File: config.mk
export PLATFORM = sky130hd
export DESIGN_NAME = fifo_subsystem_top
export DESIGN_NICKNAME = d
export VERILOG_FILES = /design/src/rtl/csr_pkg.sv /design/src/rtl/fifo_pkg.sv /design/src/rtl/advanced_fifo_controller.sv /design/src/rtl/fifo_csr_wb.sv /design/src/rtl/fifo_subsystem_top.sv /design/src/rtl/simple_dual_port_ram.sv /design/src/rtl/valid_ready_advanced_fifo.sv
export VERILOG_INCLUDE_DIRS = /design/src /design/src/rtl
export SDC_FILE = /design/constraint.sdc
export NUM_CORES = 1
export LEC_CHECK = 0
export BUFFER_PORTS_ARGS = -buffer_cell sky130_fd_sc_hd__buf_2
export CELL_PAD_IN_SITES_DETAIL_PLACEMENT = 0
export CELL_PAD_IN_SITES_GLOBAL_PLACEMENT = 1
export CORE_MARGIN = 1.5
export CORE_UTILIZATION = 43
export DETAILED_ROUTE_END_ITERATION = 7
export PLACE_DENSITY = 0.81
export SLEW_MARGIN = 20
export SYNTH_ARGS = -nofsm -noshare
export SYNTH_HDL_FRONTEND = slang
export SYNTH_SLANG_ARGS = --single-unit
File: constraint.sdc
create_clock -name clock -period 2.6 [get_ports clock]
set_input_delay 0.39 -clock clock [delete_from_list [all_inputs] [get_ports clock]]
set_output_delay 0.39 -clock clock [all_outputs]
set_load 0.02 [all_outputs]
File: src/rtl/fifo_defs.svh
// FIFO subsystem defines: data path sizes, bus widths and CSR map
`ifndef FIFO_DEFS_SVH
`define FIFO_DEFS_SVH

// Data path sizing
`define FIFO_WIDTH 16
`define FIFO_DEPTH 8
// RAM index width, level is one bit wider
`define FIFO_ADDR_W 3

// Wishbone widths
`define WB_ADR_W 4
`define WB_DAT_W 32

// Register word indices
`define REG_CTRL   0
`define REG_LOWER  1
`define REG_UPPER  2
`define REG_STATUS 3

// STATUS flag positions, level sits in the low bits
`define STAT_EMPTY_BIT 8
`define STAT_FULL_BIT  9
`define STAT_LOWER_BIT 10
`define STAT_UPPER_BIT 11

`endif

File: src/rtl/csr_pkg.sv
// CSR bus types: Wishbone address and data, bus slave FSM states
`default_nettype none

`include "fifo_defs.svh"

package csr_pkg;

  // Register word index on the bus
  typedef logic [`WB_ADR_W-1:0] wb_adr_t;

  // Bus data word, both directions
  typedef logic [`WB_DAT_W-1:0] wb_dat_t;

  // Slave FSM
  // IDLE waits for a strobe
  // ACK lasts exactly one cycle
  typedef enum logic {
    WB_IDLE = 1'b0,
    WB_ACK  = 1'b1
  } wb_state_t;

endpackage

`default_nettype wire

File: src/rtl/fifo_pkg.sv
// FIFO data path types: data word, RAM index and occupancy level
`default_nettype none

`include "fifo_defs.svh"

package fifo_pkg;

  // One stored word
  typedef logic [`FIFO_WIDTH-1:0] data_t;

  // RAM index, wraps at depth
  typedef logic [`FIFO_ADDR_W-1:0] addr_t;

  // Occupancy 0..depth
  // Extra bit so a full FIFO is distinct from empty
  typedef logic [`FIFO_ADDR_W:0] level_t;

endpackage

`default_nettype wire

File: src/rtl/advanced_fifo_controller.sv
// FIFO controller: wrapping pointers, level counter, flush and threshold flags
`timescale 1ns/1ps
`default_nettype none

`include "fifo_defs.svh"

module advanced_fifo_controller #(
  parameter int WIDTH = `FIFO_WIDTH,
  parameter int DEPTH = `FIFO_DEPTH
) (
  input  wire logic             clock,
  input  wire logic             arst_n,
  input  wire logic             flush,
  // Gated transfer requests
  input  wire logic             write_enable,
  input  wire logic             read_enable,
  input  wire logic [WIDTH-1:0] write_data,
  // Threshold levels
  input  wire fifo_pkg::level_t lower_threshold_level,
  input  wire fifo_pkg::level_t upper_threshold_level,
  // Status
  output logic                  empty,
  output logic                  full,
  output fifo_pkg::level_t      level,
  output logic                  lower_threshold_status,
  output logic                  upper_threshold_status,
  // RAM side
  output logic                  memory_write_enable,
  output fifo_pkg::addr_t       memory_write_address,
  output logic [WIDTH-1:0]      memory_write_data,
  output fifo_pkg::addr_t       memory_read_address,
  input  wire logic [WIDTH-1:0] memory_read_data,
  // Head of queue
  output logic [WIDTH-1:0]      read_data
);

  // Pointers into the RAM
  fifo_pkg::addr_t write_pointer;
  fifo_pkg::addr_t read_pointer;
  fifo_pkg::addr_t write_pointer_next;
  fifo_pkg::addr_t read_pointer_next;

  // Wrap at last entry
  // Depth need not be a power of two
  assign write_pointer_next = (write_pointer == fifo_pkg::addr_t'(DEPTH - 1)) ?
                              '0 : write_pointer + 1'b1;
  assign read_pointer_next  = (read_pointer == fifo_pkg::addr_t'(DEPTH - 1)) ?
                              '0 : read_pointer + 1'b1;

  // Write pointer, flush wins over a write
  always_ff @(posedge clock or negedge arst_n) begin
    if (!arst_n) begin
      write_pointer <= '0;
    end else if (flush) begin
      write_pointer <= '0;
    end else if (write_enable) begin
      write_pointer <= write_pointer_next;
    end
  end

  // Read pointer, same priority
  always_ff @(posedge clock or negedge arst_n) begin
    if (!arst_n) begin
      read_pointer <= '0;
    end else if (flush) begin
      read_pointer <= '0;
    end else if (read_enable) begin
      read_pointer <= read_pointer_next;
    end
  end

  // Occupancy counter
  // Simultaneous read and write leaves it unchanged
  always_ff @(posedge clock or negedge arst_n) begin
    if (!arst_n) begin
      level <= '0;
    end else if (flush) begin
      level <= '0;
    end else begin
      case ({write_enable, read_enable})
        2'b10:   level <= level + 1'b1;
        2'b01:   level <= level - 1'b1;
        default: level <= level;
      endcase
    end
  end

  // Flags straight from the level
  assign empty = (level == '0);
  assign full  = (level == fifo_pkg::level_t'(DEPTH));

  // Threshold compares, both inclusive
  assign lower_threshold_status = (level <= lower_threshold_level);
  assign upper_threshold_status = (level >= upper_threshold_level);

  // RAM write follows the write pointer
  // No store on a flush edge, slot is freed anyway
  assign memory_write_enable  = write_enable & ~flush;
  assign memory_write_address = write_pointer;
  assign memory_write_data    = write_data;

  // Head entry comes straight out of the RAM
  assign memory_read_address = read_pointer;
  assign read_data           = memory_read_data;

endmodule

`default_nettype wire

File: src/rtl/fifo_csr_wb.sv
// FIFO CSR block: Wishbone classic slave for thresholds, flush and status
`timescale 1ns/1ps
`default_nettype none

`include "fifo_defs.svh"

module fifo_csr_wb (
  input  wire logic             clock,
  input  wire logic             arst_n,
  // Wishbone slave
  input  wire logic             wb_cyc,
  input  wire logic             wb_stb,
  input  wire logic             wb_we,
  input  wire csr_pkg::wb_adr_t wb_adr,
  input  wire csr_pkg::wb_dat_t wb_dat_w,
  output csr_pkg::wb_dat_t      wb_dat_r,
  output logic                  wb_ack,
  // FIFO control
  output logic                  flush,
  output fifo_pkg::level_t      lower_threshold_level,
  output fifo_pkg::level_t      upper_threshold_level,
  // FIFO status
  input  wire fifo_pkg::level_t level,
  input  wire logic             empty,
  input  wire logic             full,
  input  wire logic             lower_threshold_status,
  input  wire logic             upper_threshold_status
);

  csr_pkg::wb_state_t state;
  csr_pkg::wb_state_t state_next;
  csr_pkg::wb_dat_t   status_word;
  logic               write_strobe;

  // Accept in IDLE, ack for one cycle, back to IDLE
  always_comb begin
    state_next = state;
    case (state)
      csr_pkg::WB_IDLE: begin
        if (wb_cyc && wb_stb) begin
          state_next = csr_pkg::WB_ACK;
        end
      end
      csr_pkg::WB_ACK: begin
        state_next = csr_pkg::WB_IDLE;
      end
      default: begin
        state_next = csr_pkg::WB_IDLE;
      end
    endcase
  end

  always_ff @(posedge clock or negedge arst_n) begin
    if (!arst_n) begin
      state <= csr_pkg::WB_IDLE;
    end else begin
      state <= state_next;
    end
  end

  assign wb_ack = (state == csr_pkg::WB_ACK);

  // Master holds its signals, so the write lands on the ack edge
  assign write_strobe = wb_ack && wb_we;

  // Flush pulse shares the ack cycle
  assign flush = write_strobe && (wb_adr == csr_pkg::wb_adr_t'(`REG_CTRL)) && wb_dat_w[0];

  // Threshold registers
  // Defaults: lower at 1, upper one below full
  always_ff @(posedge clock or negedge arst_n) begin
    if (!arst_n) begin
      lower_threshold_level <= fifo_pkg::level_t'(1);
      upper_threshold_level <= fifo_pkg::level_t'(`FIFO_DEPTH - 1);
    end else if (write_strobe) begin
      if (wb_adr == csr_pkg::wb_adr_t'(`REG_LOWER)) begin
        lower_threshold_level <= fifo_pkg::level_t'(wb_dat_w);
      end
      if (wb_adr == csr_pkg::wb_adr_t'(`REG_UPPER)) begin
        upper_threshold_level <= fifo_pkg::level_t'(wb_dat_w);
      end
    end
  end

  // Packed STATUS, level in low bits
  always_comb begin
    status_word                  = csr_pkg::wb_dat_t'(level);
    status_word[`STAT_EMPTY_BIT] = empty;
    status_word[`STAT_FULL_BIT]  = full;
    status_word[`STAT_LOWER_BIT] = lower_threshold_status;
    status_word[`STAT_UPPER_BIT] = upper_threshold_status;
  end

  // Read mux
  // CTRL and unmapped indices read as zero
  always_comb begin
    case (wb_adr)
      csr_pkg::wb_adr_t'(`REG_LOWER):  wb_dat_r = csr_pkg::wb_dat_t'(lower_threshold_level);
      csr_pkg::wb_adr_t'(`REG_UPPER):  wb_dat_r = csr_pkg::wb_dat_t'(upper_threshold_level);
      csr_pkg::wb_adr_t'(`REG_STATUS): wb_dat_r = status_word;
      default:                         wb_dat_r = '0;
    endcase
  end

endmodule

`default_nettype wire

File: src/rtl/fifo_subsystem_top.sv
// FIFO subsystem top: valid-ready FIFO with its Wishbone CSR block
`timescale 1ns/1ps
`default_nettype none

`include "fifo_defs.svh"

module fifo_subsystem_top (
  input  wire logic             clock,
  input  wire logic             arst_n,
  // Producer side
  input  wire fifo_pkg::data_t  write_data,
  input  wire logic             write_valid,
  output logic                  write_ready,
  // Consumer side
  output fifo_pkg::data_t       read_data,
  output logic                  read_valid,
  input  wire logic             read_ready,
  // Wishbone slave
  input  wire logic             wb_cyc,
  input  wire logic             wb_stb,
  input  wire logic             wb_we,
  input  wire csr_pkg::wb_adr_t wb_adr,
  input  wire csr_pkg::wb_dat_t wb_dat_w,
  output csr_pkg::wb_dat_t      wb_dat_r,
  output logic                  wb_ack
);

  // CSR to FIFO
  logic             flush;
  fifo_pkg::level_t lower_threshold_level;
  fifo_pkg::level_t upper_threshold_level;

  // FIFO to CSR
  logic             full;
  logic             empty;
  fifo_pkg::level_t level;
  logic             lower_threshold_status;
  logic             upper_threshold_status;

  valid_ready_advanced_fifo #(
    .WIDTH (`FIFO_WIDTH),
    .DEPTH (`FIFO_DEPTH)
  ) fifo0 (
    .clock                  (clock),
    .arst_n                 (arst_n),
    .flush                  (flush),
    .full                   (full),
    .empty                  (empty),
    .write_data             (write_data),
    .write_valid            (write_valid),
    .write_ready            (write_ready),
    .read_data              (read_data),
    .read_valid             (read_valid),
    .read_ready             (read_ready),
    .level                  (level),
    .lower_threshold_level  (lower_threshold_level),
    .lower_threshold_status (lower_threshold_status),
    .upper_threshold_level  (upper_threshold_level),
    .upper_threshold_status (upper_threshold_status)
  );

  fifo_csr_wb csr0 (
    .clock                  (clock),
    .arst_n                 (arst_n),
    .wb_cyc                 (wb_cyc),
    .wb_stb                 (wb_stb),
    .wb_we                  (wb_we),
    .wb_adr                 (wb_adr),
    .wb_dat_w               (wb_dat_w),
    .wb_dat_r               (wb_dat_r),
    .wb_ack                 (wb_ack),
    .flush                  (flush),
    .lower_threshold_level  (lower_threshold_level),
    .upper_threshold_level  (upper_threshold_level),
    .level                  (level),
    .empty                  (empty),
    .full                   (full),
    .lower_threshold_status (lower_threshold_status),
    .upper_threshold_status (upper_threshold_status)
  );

endmodule

`default_nettype wire

File: src/rtl/simple_dual_port_ram.sv
// Simple dual-port RAM: synchronous write port, combinational read port
`timescale 1ns/1ps
`default_nettype none

`include "fifo_defs.svh"

module simple_dual_port_ram #(
  parameter int WIDTH = `FIFO_WIDTH,
  parameter int DEPTH = `FIFO_DEPTH
) (
  input  wire logic            clock,
  // Write port
  input  wire logic            write_enable,
  input  wire fifo_pkg::addr_t write_address,
  input  wire fifo_pkg::data_t write_data,
  // Read port
  input  wire fifo_pkg::addr_t read_address,
  output fifo_pkg::data_t      read_data
);

  // Storage, contents only meaningful below the controller level
  logic [WIDTH-1:0] memory [DEPTH];

  // Write on the rising edge
  always_ff @(posedge clock) begin
    if (write_enable) begin
      memory[write_address] <= write_data;
    end
  end

  // Asynchronous read, head visible right after the write edge
  assign read_data = memory[read_address];

endmodule

`default_nettype wire

File: src/rtl/valid_ready_advanced_fifo.sv
// Valid-ready FIFO: handshake gating around the controller and its RAM
`timescale 1ns/1ps
`default_nettype none

`include "fifo_defs.svh"

module valid_ready_advanced_fifo #(
  parameter int WIDTH = `FIFO_WIDTH,
  parameter int DEPTH = `FIFO_DEPTH
) (
  input  wire logic             clock,
  input  wire logic             arst_n,
  input  wire logic             flush,
  // Flags
  output logic                  full,
  output logic                  empty,
  // Write side
  input  wire fifo_pkg::data_t  write_data,
  input  wire logic             write_valid,
  output logic                  write_ready,
  // Read side
  output fifo_pkg::data_t       read_data,
  output logic                  read_valid,
  input  wire logic             read_ready,
  // Level and thresholds
  output fifo_pkg::level_t      level,
  input  wire fifo_pkg::level_t lower_threshold_level,
  output logic                  lower_threshold_status,
  input  wire fifo_pkg::level_t upper_threshold_level,
  output logic                  upper_threshold_status
);

  // Transfers happen only where valid meets ready
  logic write_enable;
  logic read_enable;

  // RAM connections
  logic            memory_write_enable;
  fifo_pkg::addr_t memory_write_address;
  fifo_pkg::data_t memory_write_data;
  fifo_pkg::addr_t memory_read_address;
  fifo_pkg::data_t memory_read_data;

  // Ready while room left, valid while something stored
  assign write_ready = ~full;
  assign read_valid  = ~empty;

  assign write_enable = write_valid & write_ready;
  assign read_enable  = read_valid & read_ready;

  advanced_fifo_controller #(
    .WIDTH (WIDTH),
    .DEPTH (DEPTH)
  ) controller (
    .clock                  (clock),
    .arst_n                 (arst_n),
    .flush                  (flush),
    .write_enable           (write_enable),
    .read_enable            (read_enable),
    .write_data             (write_data),
    .lower_threshold_level  (lower_threshold_level),
    .upper_threshold_level  (upper_threshold_level),
    .empty                  (empty),
    .full                   (full),
    .level                  (level),
    .lower_threshold_status (lower_threshold_status),
    .upper_threshold_status (upper_threshold_status),
    .memory_write_enable    (memory_write_enable),
    .memory_write_address   (memory_write_address),
    .memory_write_data      (memory_write_data),
    .memory_read_address    (memory_read_address),
    .memory_read_data       (memory_read_data),
    .read_data              (read_data)
  );

  simple_dual_port_ram #(
    .WIDTH (WIDTH),
    .DEPTH (DEPTH)
  ) memory (
    .clock         (clock),
    .write_enable  (memory_write_enable),
    .write_address (memory_write_address),
    .write_data    (memory_write_data),
    .read_address  (memory_read_address),
    .read_data     (memory_read_data)
  );

endmodule

`default_nettype wire

Word level (Yosys, flattened, before mapping) --
Memory sizes are Yosys's and may differ from the RTL's. Cells that the tools add are included.
Storage, ports and cells: memory bits (writable) 128, input bits 59, memories 1, register bits after elaboration 19
Cells by class: reductions and logical operators 11, $add $sub $neg 4, equality and inequality tests 8, $lt $le $gt $ge 2, bitwise logic cells 7, muxes and demuxes 13
Memory list:
- fifo0.memory.memory | words 8, bits a word 16, read ports 1, clocked after memory_dff 0, wr ports 1, line simple_dual_port_ram.sv:22 | logic [WIDTH-1:0] memory [DEPTH];
Operator list (count):
- case mux 12 bit (3 select lines) | 1
- 2-to-1 mux 3 bit | 6
- equality test 4 x 2 -> 1 bit (second input constant) | 2
- zero test 4 bit | 2
- case mux 4 bit (2 select lines) | 1
- adder 3 x 1 -> 3 bit (second input constant) | 2
- equality test 3 bit (second input constant) | 2
- adder 4 x 1 -> 4 bit (second input constant) | 1
- equality test 4 x 1 -> 1 bit (second input constant) | 1
- equality test 4 bit (second input constant) | 1
- >= comparator 4 bit | 1
- less-or-equal comparator 4 bit | 1
- logical AND 1 bit | 4
- 2-to-1 mux 4 bit | 1
- NOT 1 bit | 4
- AND reduction 2 bit | 2
- nonzero test 2 bit | 2
- subtractor 4 x 1 -> 4 bit (second input constant) | 1
- AND 1 bit | 3
- 2-to-1 mux 1 bit | 3
- nonzero test 3 bit | 1
- equality test 2 x 1 -> 1 bit (second input constant) | 1
- equality test 2 bit (second input constant) | 1
- case mux 1 bit (2 select lines) | 1

Logic depth before layout (Yosys ltp) --
Gate-level depths: netlist of run 1.
depth after elaboration 7, depth in mapped cells 13, mapped depth without buffers 10

Cells and area by module --
Synthesis of run 1 repeated with hierarchy kept, for this count alone.
Unflattened totals: cell total of the unflattened synthesis 386, area, all modules 6741.5 µm²
By module, submodules not included:
- simple_dual_port_ram | sequential area each 3843.7 µm², cells an instance 198, instances 1, area each 4973.5 µm²
- advanced_fifo_controller | sequential area each 250.2 µm², cells an instance 115, instances 1, area each 1056.0 µm²
- fifo_csr_wb | sequential area each 230.2 µm², cells an instance 69, instances 1, area each 691.9 µm²
- valid_ready_advanced_fifo | sequential area each 0.0 µm², cells an instance 4, instances 1, area each 20.0 µm²

Least setup slack after synthesis of run 1 --
No wires, ideal clock.
kind register to register, start reg fifo0.controller.level[3], end mem fifo0.memory.memory[0][0] (netlist name) (enable), slack -0.154 ns, cell stages (with the launch flop) 6, period minus slack after synthesis 2.754 ns, data arrival time 2.345 ns, cell sequence dfrtp_1 > or4b_4 > buf_6 > nand2_8 > or3_4 > nor3_1
Between the ends: longest elaborated chain between the ends 6
RTL lines:
- start, declared | line advanced_fifo_controller.sv:24 | output fifo_pkg::level_t level,
- start signal, assigned | line advanced_fifo_controller.sv:81 | 2'b10: level <= level + 1'b1;
- start signal, assigned | line advanced_fifo_controller.sv:82 | 2'b01: level <= level - 1'b1;
- start signal, assigned | line advanced_fifo_controller.sv:83 | default: level <= level;
- equality test 4 bit | line advanced_fifo_controller.sv:90 | assign full = (level == fifo_pkg::level_t'(DEPTH));
- NOT 1 bit | line valid_ready_advanced_fifo.sv:45 | assign write_ready = ~full;
- via write_ready | line fifo_subsystem_top.sv:13 | output logic write_ready,
- AND 1 bit | line valid_ready_advanced_fifo.sv:48 | assign write_enable = write_valid & write_ready;
- AND 1 bit | line advanced_fifo_controller.sv:98 | assign memory_write_enable = write_enable & ~flush;
- 2-to-1 mux 1 bit | line simple_dual_port_ram.sv:26 | if (write_enable) begin
- 2-to-1 mux 1 bit (implied by the code) | line simple_dual_port_ram.sv:27 | memory[write_address] <= write_data;
- end, declared | line simple_dual_port_ram.sv:22
The timed path passes the listed nets, and every way through them passes these cells.

Worst setup path after layout of run 1 --
start reg fifo0.controller.level[1], end reg fifo0.controller.level[2]
Between the ends: longest elaborated chain between the ends 6, elaborated cells on any way between the ends 13, those cells by class add/sub (2); eq/ne (3); mux (2); bitwise (4); reduce/logical (2)
RTL lines:
- equality test 4 bit / zero test 4 bit (equally long branches) | line advanced_fifo_controller.sv:90, advanced_fifo_controller.sv:89
- NOT 1 bit (on tied branches) | line valid_ready_advanced_fifo.sv:45, valid_ready_advanced_fifo.sv:46
- AND 1 bit (on tied branches) | line valid_ready_advanced_fifo.sv:48, valid_ready_advanced_fifo.sv:49
- equality test 2 x 1 -> 1 bit / equality test 2 bit (equally long branches) | line advanced_fifo_controller.sv:80 | case ({write_enable, read_enable})
- case mux 4 bit (2 select lines) | line advanced_fifo_controller.sv:80
- 2-to-1 mux 4 bit | line advanced_fifo_controller.sv:77 | end else if (flush) begin
Parallel ways exist; a longest one is shown, timed or not. A chain may end at the register's enable or synchronous reset.

==> results of run 1 <==
## cells by family after synthesis
logic type,count (synthesis)
and+or+nand+nor,67
muxes,55
xor gates and xnor gates,4
other,1
buffers and inverters,49
adders and majority gates,15
AOI/OAI and AO/OA,29
DFF,147
## worst max-delay path: cells and delay by family (launching register included)
family,cells,cell delay (ps)
adders and majority gates,2,410
DFF,1,450
buffers and inverters,1,60
xor gates and xnor gates,2,250
AOI/OAI and AO/OA,2,270
and+or+nand+nor,3,1000
## path summary, 6_finish.rpt
path / from / cells past startpoint / endpoint
worst max register to register: fifo0.controller.level[1] / 10 / fifo0.controller.level[2]
min in group asynchronous: arst_n / 2 / csr0.lower_threshold_level[1]
worst max-delay path: fifo0.controller.level[1] / 10 / fifo0.controller.level[2]
worst min register to register: csr0.wb_ack / 1 / csr0.wb_ack
worst min-delay path: wb_stb / 3 / csr0.wb_ack
max in group asynchronous: arst_n / 2 / csr0.upper_threshold_level[1]
## flip-flops by register name, summed over array words and instances, names as in the netlist
name / flops
csr0.lower_threshold_level: 4
csr0.upper_threshold_level: 4
csr0.wb_ack: 1
fifo0.controller.level: 4
fifo0.controller.memory_read_address: 3
fifo0.controller.memory_write_address: 3
fifo0.memory.memory: 128
## report_power, final
group | switching, W | internal [W] | total [W]
sequential | 0.000247 | 0.00297 | 0.00322
combinational | 0.00138 | 0.00127 | 0.00265
clock | 0.00103 | 0.00137 | 0.00239
total | 0.00265 | 0.00560 | 0.00825
## per-layer routing
layer,vias up,wire (um),GRT usage,part of all wire
li1,1579,-,-,-
met5,-,0,0,0
met4,0,113,0.0527,0.0091
met1,1735,5230,0.204,0.42
met2,113,6410,0.273,0.52
met3,9,627,0.0422,0.051
## placed cells by master (no fill, tap or decap), types with 7 or more instances in the layout
master	Yosys	layout
edfxtp_1	128	128
buf_2	3	57
mux4_1	28	28
conb_1	1	24
mux2_2	22	22
buf_4	25	20
nor2_1	17	17
nand2_1	17	17
clkbuf_16	0	17
ha_1	15	14
dfrtp_1	15	11
inv_1	9	9
o21ai_0	9	9
a21oi_1	8	7
## repair_timing
item	CTS	global route
gates resized for setup	1	6
pin swaps	0	2
hold buffers	1	0
gates cloned	1	0
endpoints found under the hold margin	15	0
endpoints found under the setup margin	6	10
buffers inserted	1	3
## area by class of cell
type	instances	area, um2	area share
well taps	184	230	0.0299
repair buffers	81	513	0.0667
clock inverters	15	176	0.0229
clock buffers	17	425	0.0553
multi-input cells	194	1980	0.257
inverters	9	33.8	0.00439
flip-flops and latches	147	4330	0.563
## stage by stage
stage | power, W | hold WS [ps]
6_report | 0.00825 | 191
3_3_place_gp | 0.00569 | 350
4_1_cts | 0.00829 | 177
3_5_place_dp | 0.00579 | 356
5_1_grt | 0.00866 | 182
2_1_floorplan | 0.00512 | 94.4
==> flow_metrics.py, run 1 <==
metrics = {
    "worst_setup_path": {
        "start_kind": "flip-flop",
        "path_max_fanout": 6,
        "critical-path-max-stage-delay_ps": 570,
        "crit_type": "flip-flop to flip-flop",
        "critPathRequiredTime_ps": 2930,
        "cp_cell_sequence": "or4_4 > nand2_4 > inv_1 > ha_2 > xor2_1 > ha_1 > a21oi_2 > xor2_1 > or3_1 > a21oi_1",
        "crit_path_top_delay_cell": "or4_4",
        "crit_top_cell": "xor2_1",
        "regToRegSetupSlack_ps": 80,
        "cp-end-kind": "flip-flop",
        "cp_data_arrival_time_ps": 2850,
    },
    "grt": {
        "antenna_found_initial": 0,
        "grt_max_degree": 33,
        "overflow": 0,
        "grt_pass1_wl_um": 18800,
        "grt_use_total": 0.162,
        "grt_pass1_vias": 3441,
    },
    "synthesis": {
        "synth_edf_count": 128,
        "yosysWarnings": 0,
        "synthTopCellsByCount": "edfxtp_1 (128), mux4_1 (28), buf_4 (25), mux2_2 (22)",
        "synth_adder_area_share": 0.0287,
        "synth_compound_area_frac": 0.0273,
        "seq_area_frac_synth": 0.660,
        "synth_top_area_frac": 0.587,
        "yosysMostFrequentCell": "edfxtp_1",
        "synth_top_area_cell": "edfxtp_1",
        "synthTopCellsByArea": "edfxtp_1 (59%), mux4_1 (11%), dfrtp_1 (5.7%), mux2_2 (3.8%), buf_4 (2.9%)",
        "synth_flop_cell": "edfxtp_1",
        "synthSimpleGateAreaFrac": 0.0579,
        "synth_area_per_cell_um2": 17.8,
        "synth_seq_cells": 147,
        "synthXorXnorAreaFrac": 0.00535,
        "synthArstFlopShare": 0.129,
        "synth_mux_area_frac": 0.165,
        "syn-cell-area_um2": 6550,
        "ys_types": 45,
        "netlist_instances": 367,
        "synth_top_family_by_area": "multiplexers",
    },
    "sta": {
        "period_share": 0.970,
        "finalCriticalPeriod_ps": 2520,
        "slew_headroom": 0.335,
        "tns_ps": 0,
        "layout_setup_ws_ps": 78.6,
        "maxSlewViolCount": 0,
        "tightest_slew_ps": 997,
        "finalSetupViolCount": 0,
        "finalClockSkew_ps": 5.32,
        "max_freq_mhz": 397,
        "hold_viol": 0,
    },
    "flow_run": {
        "maxCapViolCount": 0,
    },
    "pwr": {
        "leakagePower_nw": 2.91,
        "vdd_ir_drop_max_mv": 0.492,
        "power_density_nw_per_um2": 1070,
    },
    "placement": {
        "io_buffer_count": 57,
        "pre_cts_slack_ps": 29.9,
        "hpwl_um": 7300,
        "gp_congestion": 0.746,
        "dp_cells": 609,
        "placed_cell_area_um2": 7010,
    },
    "route": {
        "drt_iter0_drc": 246,
        "ant_nets": 0,
        "vias": 3436,
        "vias_per_cell": 5.31,
        "drc": 0,
        "dr.pass1.iters": 5,
        "routed_wl_um": 12400,
        "wl_per_cell_um": 19.1,
    },
    "final_layout": {
        "finalNonFillerCells": 647,
        "nets": 524,
        "stdcell_area_um2": 7690,
        "num_antenna_cells": 0,
        "drive_gt1_frac": 0.346,
        "utilization": 0.523,
        "syn_to_final_growth_pct": 17.4,
        "fillers": 1154,
    },
    "die": {
        "die_height_um": 126,
        "dieWidth_um": 126,
        "ios": 110,
        "dieArea_um2": 16000,
        "rows": 44,
        "initial_core_util": 0.446,
        "coreArea_um2": 14700,
    },
    "cts": {
        "root_buffer": "clkbuf_16",
        "htree_levels": 4,
        "clock_latency_ps": 410,
        "cts.sinks": 147,
        "numCtsBuffers": 17,
        "cts_max_path_buffers": 2,
        "clk_pin_slew_worst_paths_ps": 60,
        "tritoncts": "done",
    },
    "run_status": {
        "status": "finished clean",
    },
    "worst_hold_path": {
        "hold_class": "input pin to flip-flop",
    },
}
Power figures use the tool's default switching activity.
==> run 2, diff against run 1 <==
- REMOVE_ABC_BUFFERS: default -> 1
==> flow_metrics.py, run 2 (synthesized netlist as in run 1, its figures left out) <==
metrics = {
    "worst_setup_path": {
        "r2r-start": "fifo0.controller.level[2]",
        "start_kind": "flip-flop",
        "cp-end-kind": "primary output",
        "regToRegSetupSlack_ps": 120,
        "cp_data_arrival_time_ps": 2130,
        "reg2regPathDepth": 10,
        "path_max_fanout": 16,
        "critPathRequiredTime_ps": 2210,
        "rr_endpoint": "fifo0.controller.level[2]",
        "crit_type": "flip-flop to primary output",
    },
    "die": {
        "die_height_um": 126,
        "dieWidth_um": 126,
        "coreArea_um2": 14700,
        "rows": 44,
        "initial_core_util": 0.446,
        "dieArea_um2": 16000,
        "ios": 110,
    },
    "pwr": {
        "power_density_nw_per_um2": 1040,
        "vdd_ir_drop_max_mv": 0.486,
        "leakagePower_nw": 2.86,
        "finalPower_w": 0.00784,
    },
    "worst_hold_path": {
        "hold_start": "wb_stb",
        "hold_path_depth": 3,
        "hold_class": "input pin to flip-flop",
        "min_to": "csr0.wb_ack",
    },
    "final_layout": {
        "regMostFlops": "fifo0.memory.memory",
        "multi_input_area_um2": 1970,
        "syn_to_final_growth_pct": 15.4,
        "largest_reg_flops": 128,
        "finalNonFillerCells": 646,
        "drive_gt1_frac": 0.325,
        "layout_commonest_cell": "edfxtp_1",
        "fillers": 1166,
        "layout_common_cells": "edfxtp_1 (128), buf_2 (57), mux4_1 (28), conb_1 (24), buf_4 (23)",
        "seq_area_um2": 4330,
        "nets": 524,
    },
    "grt": {
        "grt_use_total": 0.155,
        "antenna_found_initial": 1,
        "grt.met3_usage": 0.0502,
        "overflow": 0,
        "grt_pass1_wl_um": 18200,
        "use_met1": 0.181,
        "grt_pass1_vias": 3480,
        "grt.busiest_layer": "met2",
        "grtUsageMet2": 0.264,
        "grt_max_degree": 33,
    },
    "sta": {
        "finalClockSkew_ps": 10.7,
        "whs_ps": 185,
        "period_share": 0.967,
        "hold_viol": 0,
        "maxSlewViolCount": 0,
        "finalSetupViolCount": 0,
        "rsz0062_at_grt": "false",
        "max_freq_mhz": 398,
        "finalCriticalPeriod_ps": 2520,
        "tightest_slew_ps": 956,
        "layout_setup_ws_ps": 84.8,
        "slew_headroom": 0.363,
    },
    "cts": {
        "htree_levels": 4,
        "cts.sinks": 147,
        "cts_max_path_buffers": 2,
        "root_buffer": "clkbuf_16",
        "clock_latency_ps": 410,
        "tritoncts": "done",
        "numCtsBuffers": 17,
        "clk_pin_slew_worst_paths_ps": 50,
        "postCtsSetupBuffers": 0,
    },
    "flow_run": {
        "maxCapViolCount": 0,
    },
    "run_status": {
        "status": "finished clean",
    },
    "placement": {
        "pre_cts_slack_ps": 48.8,
        "io_buffer_count": 57,
        "hpwl_um": 7420,
        "dp_cells": 614,
        "gp_congestion": 0.779,
    },
    "route": {
        "ant_nets": 0,
        "wl_per_cell_um": 17.7,
        "drt_iter0_drc": 249,
        "vias_per_cell": 5.16,
        "drc": 0,
        "routed_wl_um": 11400,
        "dr.pass1.iters": 5,
        "vias": 3336,
    },
}
[run 2: worst max-delay path by stage]
stage / from / endpoint / slack (ps) / cells past startpoint
detailed placement: fifo0.controller.level[2] / fifo0.controller.level[2] / 50 / 10
global placement: fifo0.controller.level[0] / fifo0.controller.level[2] / 90 / 10
global route: fifo0.controller.level[2] / fifo0.controller.level[2] / 4 / 10
floorplan: csr0.wb_ack / fifo0.memory.memory[0][0] / -210 / 4
CTS: fifo0.controller.level[2] / fifo0.controller.level[2] / 30 / 10
finish: fifo0.controller.memory_read_address[0] / read_data[0] / 80 / 4
[run 2: worst max-delay path, cell delays in order, from the launching register on]
cell	delay, ps
dfrtp_1	350
buf_4	300
mux4_1	600
mux2_2	300
buf_2	170
[run 2: where the power goes]
part / switching [W] / total (W) / internal, W
clock: 0.000869 / 0.00217 / 0.00130
sequential: 0.000210 / 0.00318 / 0.00297
combinational: 0.00132 / 0.00250 / 0.00118
total: 0.00240 / 0.00784 / 0.00544
[run 2: final cells by class]
cell class                      instances  share of cell area
Sequential cell                       147               0.573
Multi-Input combinational cell        194               0.261
Timing Repair Buffer                   81              0.0619
Clock buffer                           20              0.0578
Tap cell                              184              0.0305
Clock inverter                         10              0.0114
Inverter                                9             0.00447
Antenna cell                            1            0.000331
[run 2: per-layer routing]
metal	vias up	part of all wire
li1	1572	-
met1	1644	0.41
met2	104	0.52
met3	14	0.062
met4	2	0.0081
met5	-	0.0011
[run 2: what timing repair did]
action,4_1_cts,5_1_grt
hold buffers,1,0
setup endpoints to repair,0,1
endpoints found under the hold margin,15,0
gates resized for setup,0,4
[run 2: through the flow]
stage	util	setup TNS (ps)	area [um2]
5_1_grt	0.514	0	7550
4_1_cts	0.513	0	7540
2_1_floorplan	-	-3400	6310
3_3_place_gp	0.477	0	7010
3_5_place_dp	0.477	0	7010
6_report	0.514	0	7560
==> run 3, diff against run 2 <==
- BUFFER_PORTS_ARGS: -buffer_cell sky130_fd_sc_hd__buf_2 -> default
- CORE_UTILIZATION: 43 -> 50
- CTS_BUF_LIST: default -> sky130_fd_sc_hd__clkbuf_4
- DONT_BUFFER_PORTS: default -> 1
- PLACE_DENSITY: 0.81 -> 0.83
==> flow_metrics.py, run 3 (synthesized netlist as in run 1, its figures left out) <==
metrics = {
    "run_status": {
        "status": "finished clean",
    },
    "final_layout": {
        "layout_common_cells": "edfxtp_1 (128), mux4_1 (28), dlygate4sd3_1 (27), conb_1 (24), mux2_2 (22)",
        "multi_input_area_um2": 1990,
        "largest_reg_flops": 128,
        "stdcell_area_um2": 7320,
        "num_antenna_cells": 0,
        "nets": 494,
        "seq_area_um2": 4320,
        "fillers": 1003,
        "utilization": 0.575,
        "regMostFlops": "fifo0.memory.memory",
        "layout_commonest_cell": "edfxtp_1",
        "syn_to_final_growth_pct": 11.8,
        "drive_gt1_frac": 0.231,
    },
    "sta": {
        "tightest_slew_ps": 949,
        "maxSlewViolCount": 0,
        "whs_ps": 66.3,
        "finalCriticalPeriod_ps": 2500,
        "period_share": 0.962,
        "rsz0062_at_grt": "true",
        "slew_headroom": 0.367,
        "hold_viol": 0,
        "max_freq_mhz": 400,
        "finalClockSkew_ps": 18.9,
        "finalSetupViolCount": 0,
    },
    "die": {
        "rows": 41,
        "coreArea_um2": 12700,
        "dieArea_um2": 13800,
        "dieWidth_um": 117,
        "die_height_um": 117,
        "initial_core_util": 0.515,
        "ios": 110,
    },
    "pwr": {
        "leakagePower_nw": 2.63,
        "power_density_nw_per_um2": 961,
        "vdd_ir_drop_max_mv": 0.511,
    },
    "grt": {
        "grt_use_total": 0.176,
        "grtUsageMet2": 0.313,
        "antenna_found_initial": 0,
        "grt.met3_usage": 0.0525,
        "overflow": 0,
        "grt_pass1_vias": 3378,
        "grt.busiest_layer": "met2",
        "use_met1": 0.209,
        "grt_max_degree": 33,
        "grt_pass1_wl_um": 18200,
    },
    "worst_setup_path": {
        "crit_type": "flip-flop to flip-flop",
        "crit_top_cell": "xor2_1",
        "path_delay_family": "simple AND/OR/NAND/NOR gates",
        "start_kind": "flip-flop",
        "crit_buf_inv": 1,
        "cp_data_arrival_time_ps": 2940,
        "path_max_fanout": 7,
        "critical-path-max-stage-delay_ps": 580,
        "cp-end-kind": "flip-flop",
        "crit_path_top_delay_cell": "or4b_4",
        "critPathRequiredTime_ps": 3040,
        "cp_cell_sequence": "buf_4 > or4b_4 > nand2_8 > ha_2 > xor2_1 > ha_1 > a21oi_2 > xor2_1 > or3_1 > a21oi_1",
    },
    "cts": {
        "tritoncts": "done",
        "clock_latency_ps": 510,
        "cts_max_path_buffers": 2,
        "htree_levels": 4,
        "cts.sinks": 147,
        "clk_pin_slew_worst_paths_ps": 110,
        "root_buffer": "clkbuf_4",
        "numCtsBuffers": 17,
    },
    "placement": {
        "gp_congestion": 0.803,
        "hpwl_um": 7190,
        "io_buffer_count": 0,
        "placed_cell_area_um2": 6700,
    },
    "worst_hold_path": {
        "hold_class": "input pin to flip-flop",
    },
    "flow_run": {
        "maxCapViolCount": 0,
    },
    "route": {
        "routed_wl_um": 11500,
        "dr.pass1.iters": 4,
        "ant_nets": 0,
        "wl_per_cell_um": 19.1,
        "drc": 0,
        "vias_per_cell": 5.48,
        "vias": 3309,
        "drt_iter0_drc": 252,
    },
}
==> run 3: metal layers <==
metal / part of all wire / up-vias / wire length (um)
li1: - / 1516 / -
met1: 0.41 / 1684 / 4760
met4: 0.011 / 0 / 131
met2: 0.53 / 95 / 6130
met3: 0.044 / 14 / 507
met5: 0 / - / 0
==> run 3: path summary, 6_finish.rpt <==
path                                                       endpoint  slack (ps)  cells past startpoint                           from
max in group asynchronous  fifo0.controller.memory_write_address[0]        1610                      1                         arst_n
hold / removal              fifo0.controller.memory_read_address[2]          70                      3                     read_ready
setup / recovery                          fifo0.controller.level[2]         100                     10      fifo0.controller.level[2]
min in group asynchronous                 fifo0.controller.level[0]         440                      1                         arst_n
setup reg to reg                          fifo0.controller.level[2]         100                     10      fifo0.controller.level[2]
hold reg to reg                       csr0.upper_threshold_level[2]         560                      2  csr0.upper_threshold_level[2]
==> run 3: timing repair <==
action / 4_1_cts / 5_1_grt
hold endpoints to repair: 160 / 0
setup endpoints to repair: 13 / 13
setup buffers: 0 / 2
hold buffers: 27 / 0
pin swaps: 0 / 1
resized for setup: 3 / 10
==> run 3: area by class of cell <==
cell class              count  share of cell area
well taps                 172              0.0294
clock inverters            14              0.0221
inverters                   9             0.00462
clock buffers              17              0.0174
multi-input cells         194               0.271
flip-flops and latches    147               0.591
repair buffers             51              0.0643
==> run 3: worst reg2reg max path, cell delays in order, from the launching register on <==
cell and delay (ps):
dfrtp_1 410, buf_4 160, or4b_4 580, nand2_8 110, ha_2 190, xor2_1 150
ha_1 180, a21oi_2 50, xor2_1 150, or3_1 300, a21oi_1 150
==> run 3: metrics by stage <==
stage               power, W  worst slack, ps  setup TNS (ps)  instances
floorplan            0.00489             -207           -3400        350
global placement     0.00544              147               0        544
detailed placement   0.00553             68.2               0        544
CTS                  0.00704             11.8               0        602
global route         0.00742            -7.80           -7.80        604
finish               0.00704             98.1               0        604
==> run 3: where the power goes <==
group | switching [W] | internal, W
sequential | 0.000198 | 0.00296
clock | 0.000774 | 0.000659
combinational | 0.00133 | 0.00112
total | 0.00230 | 0.00474
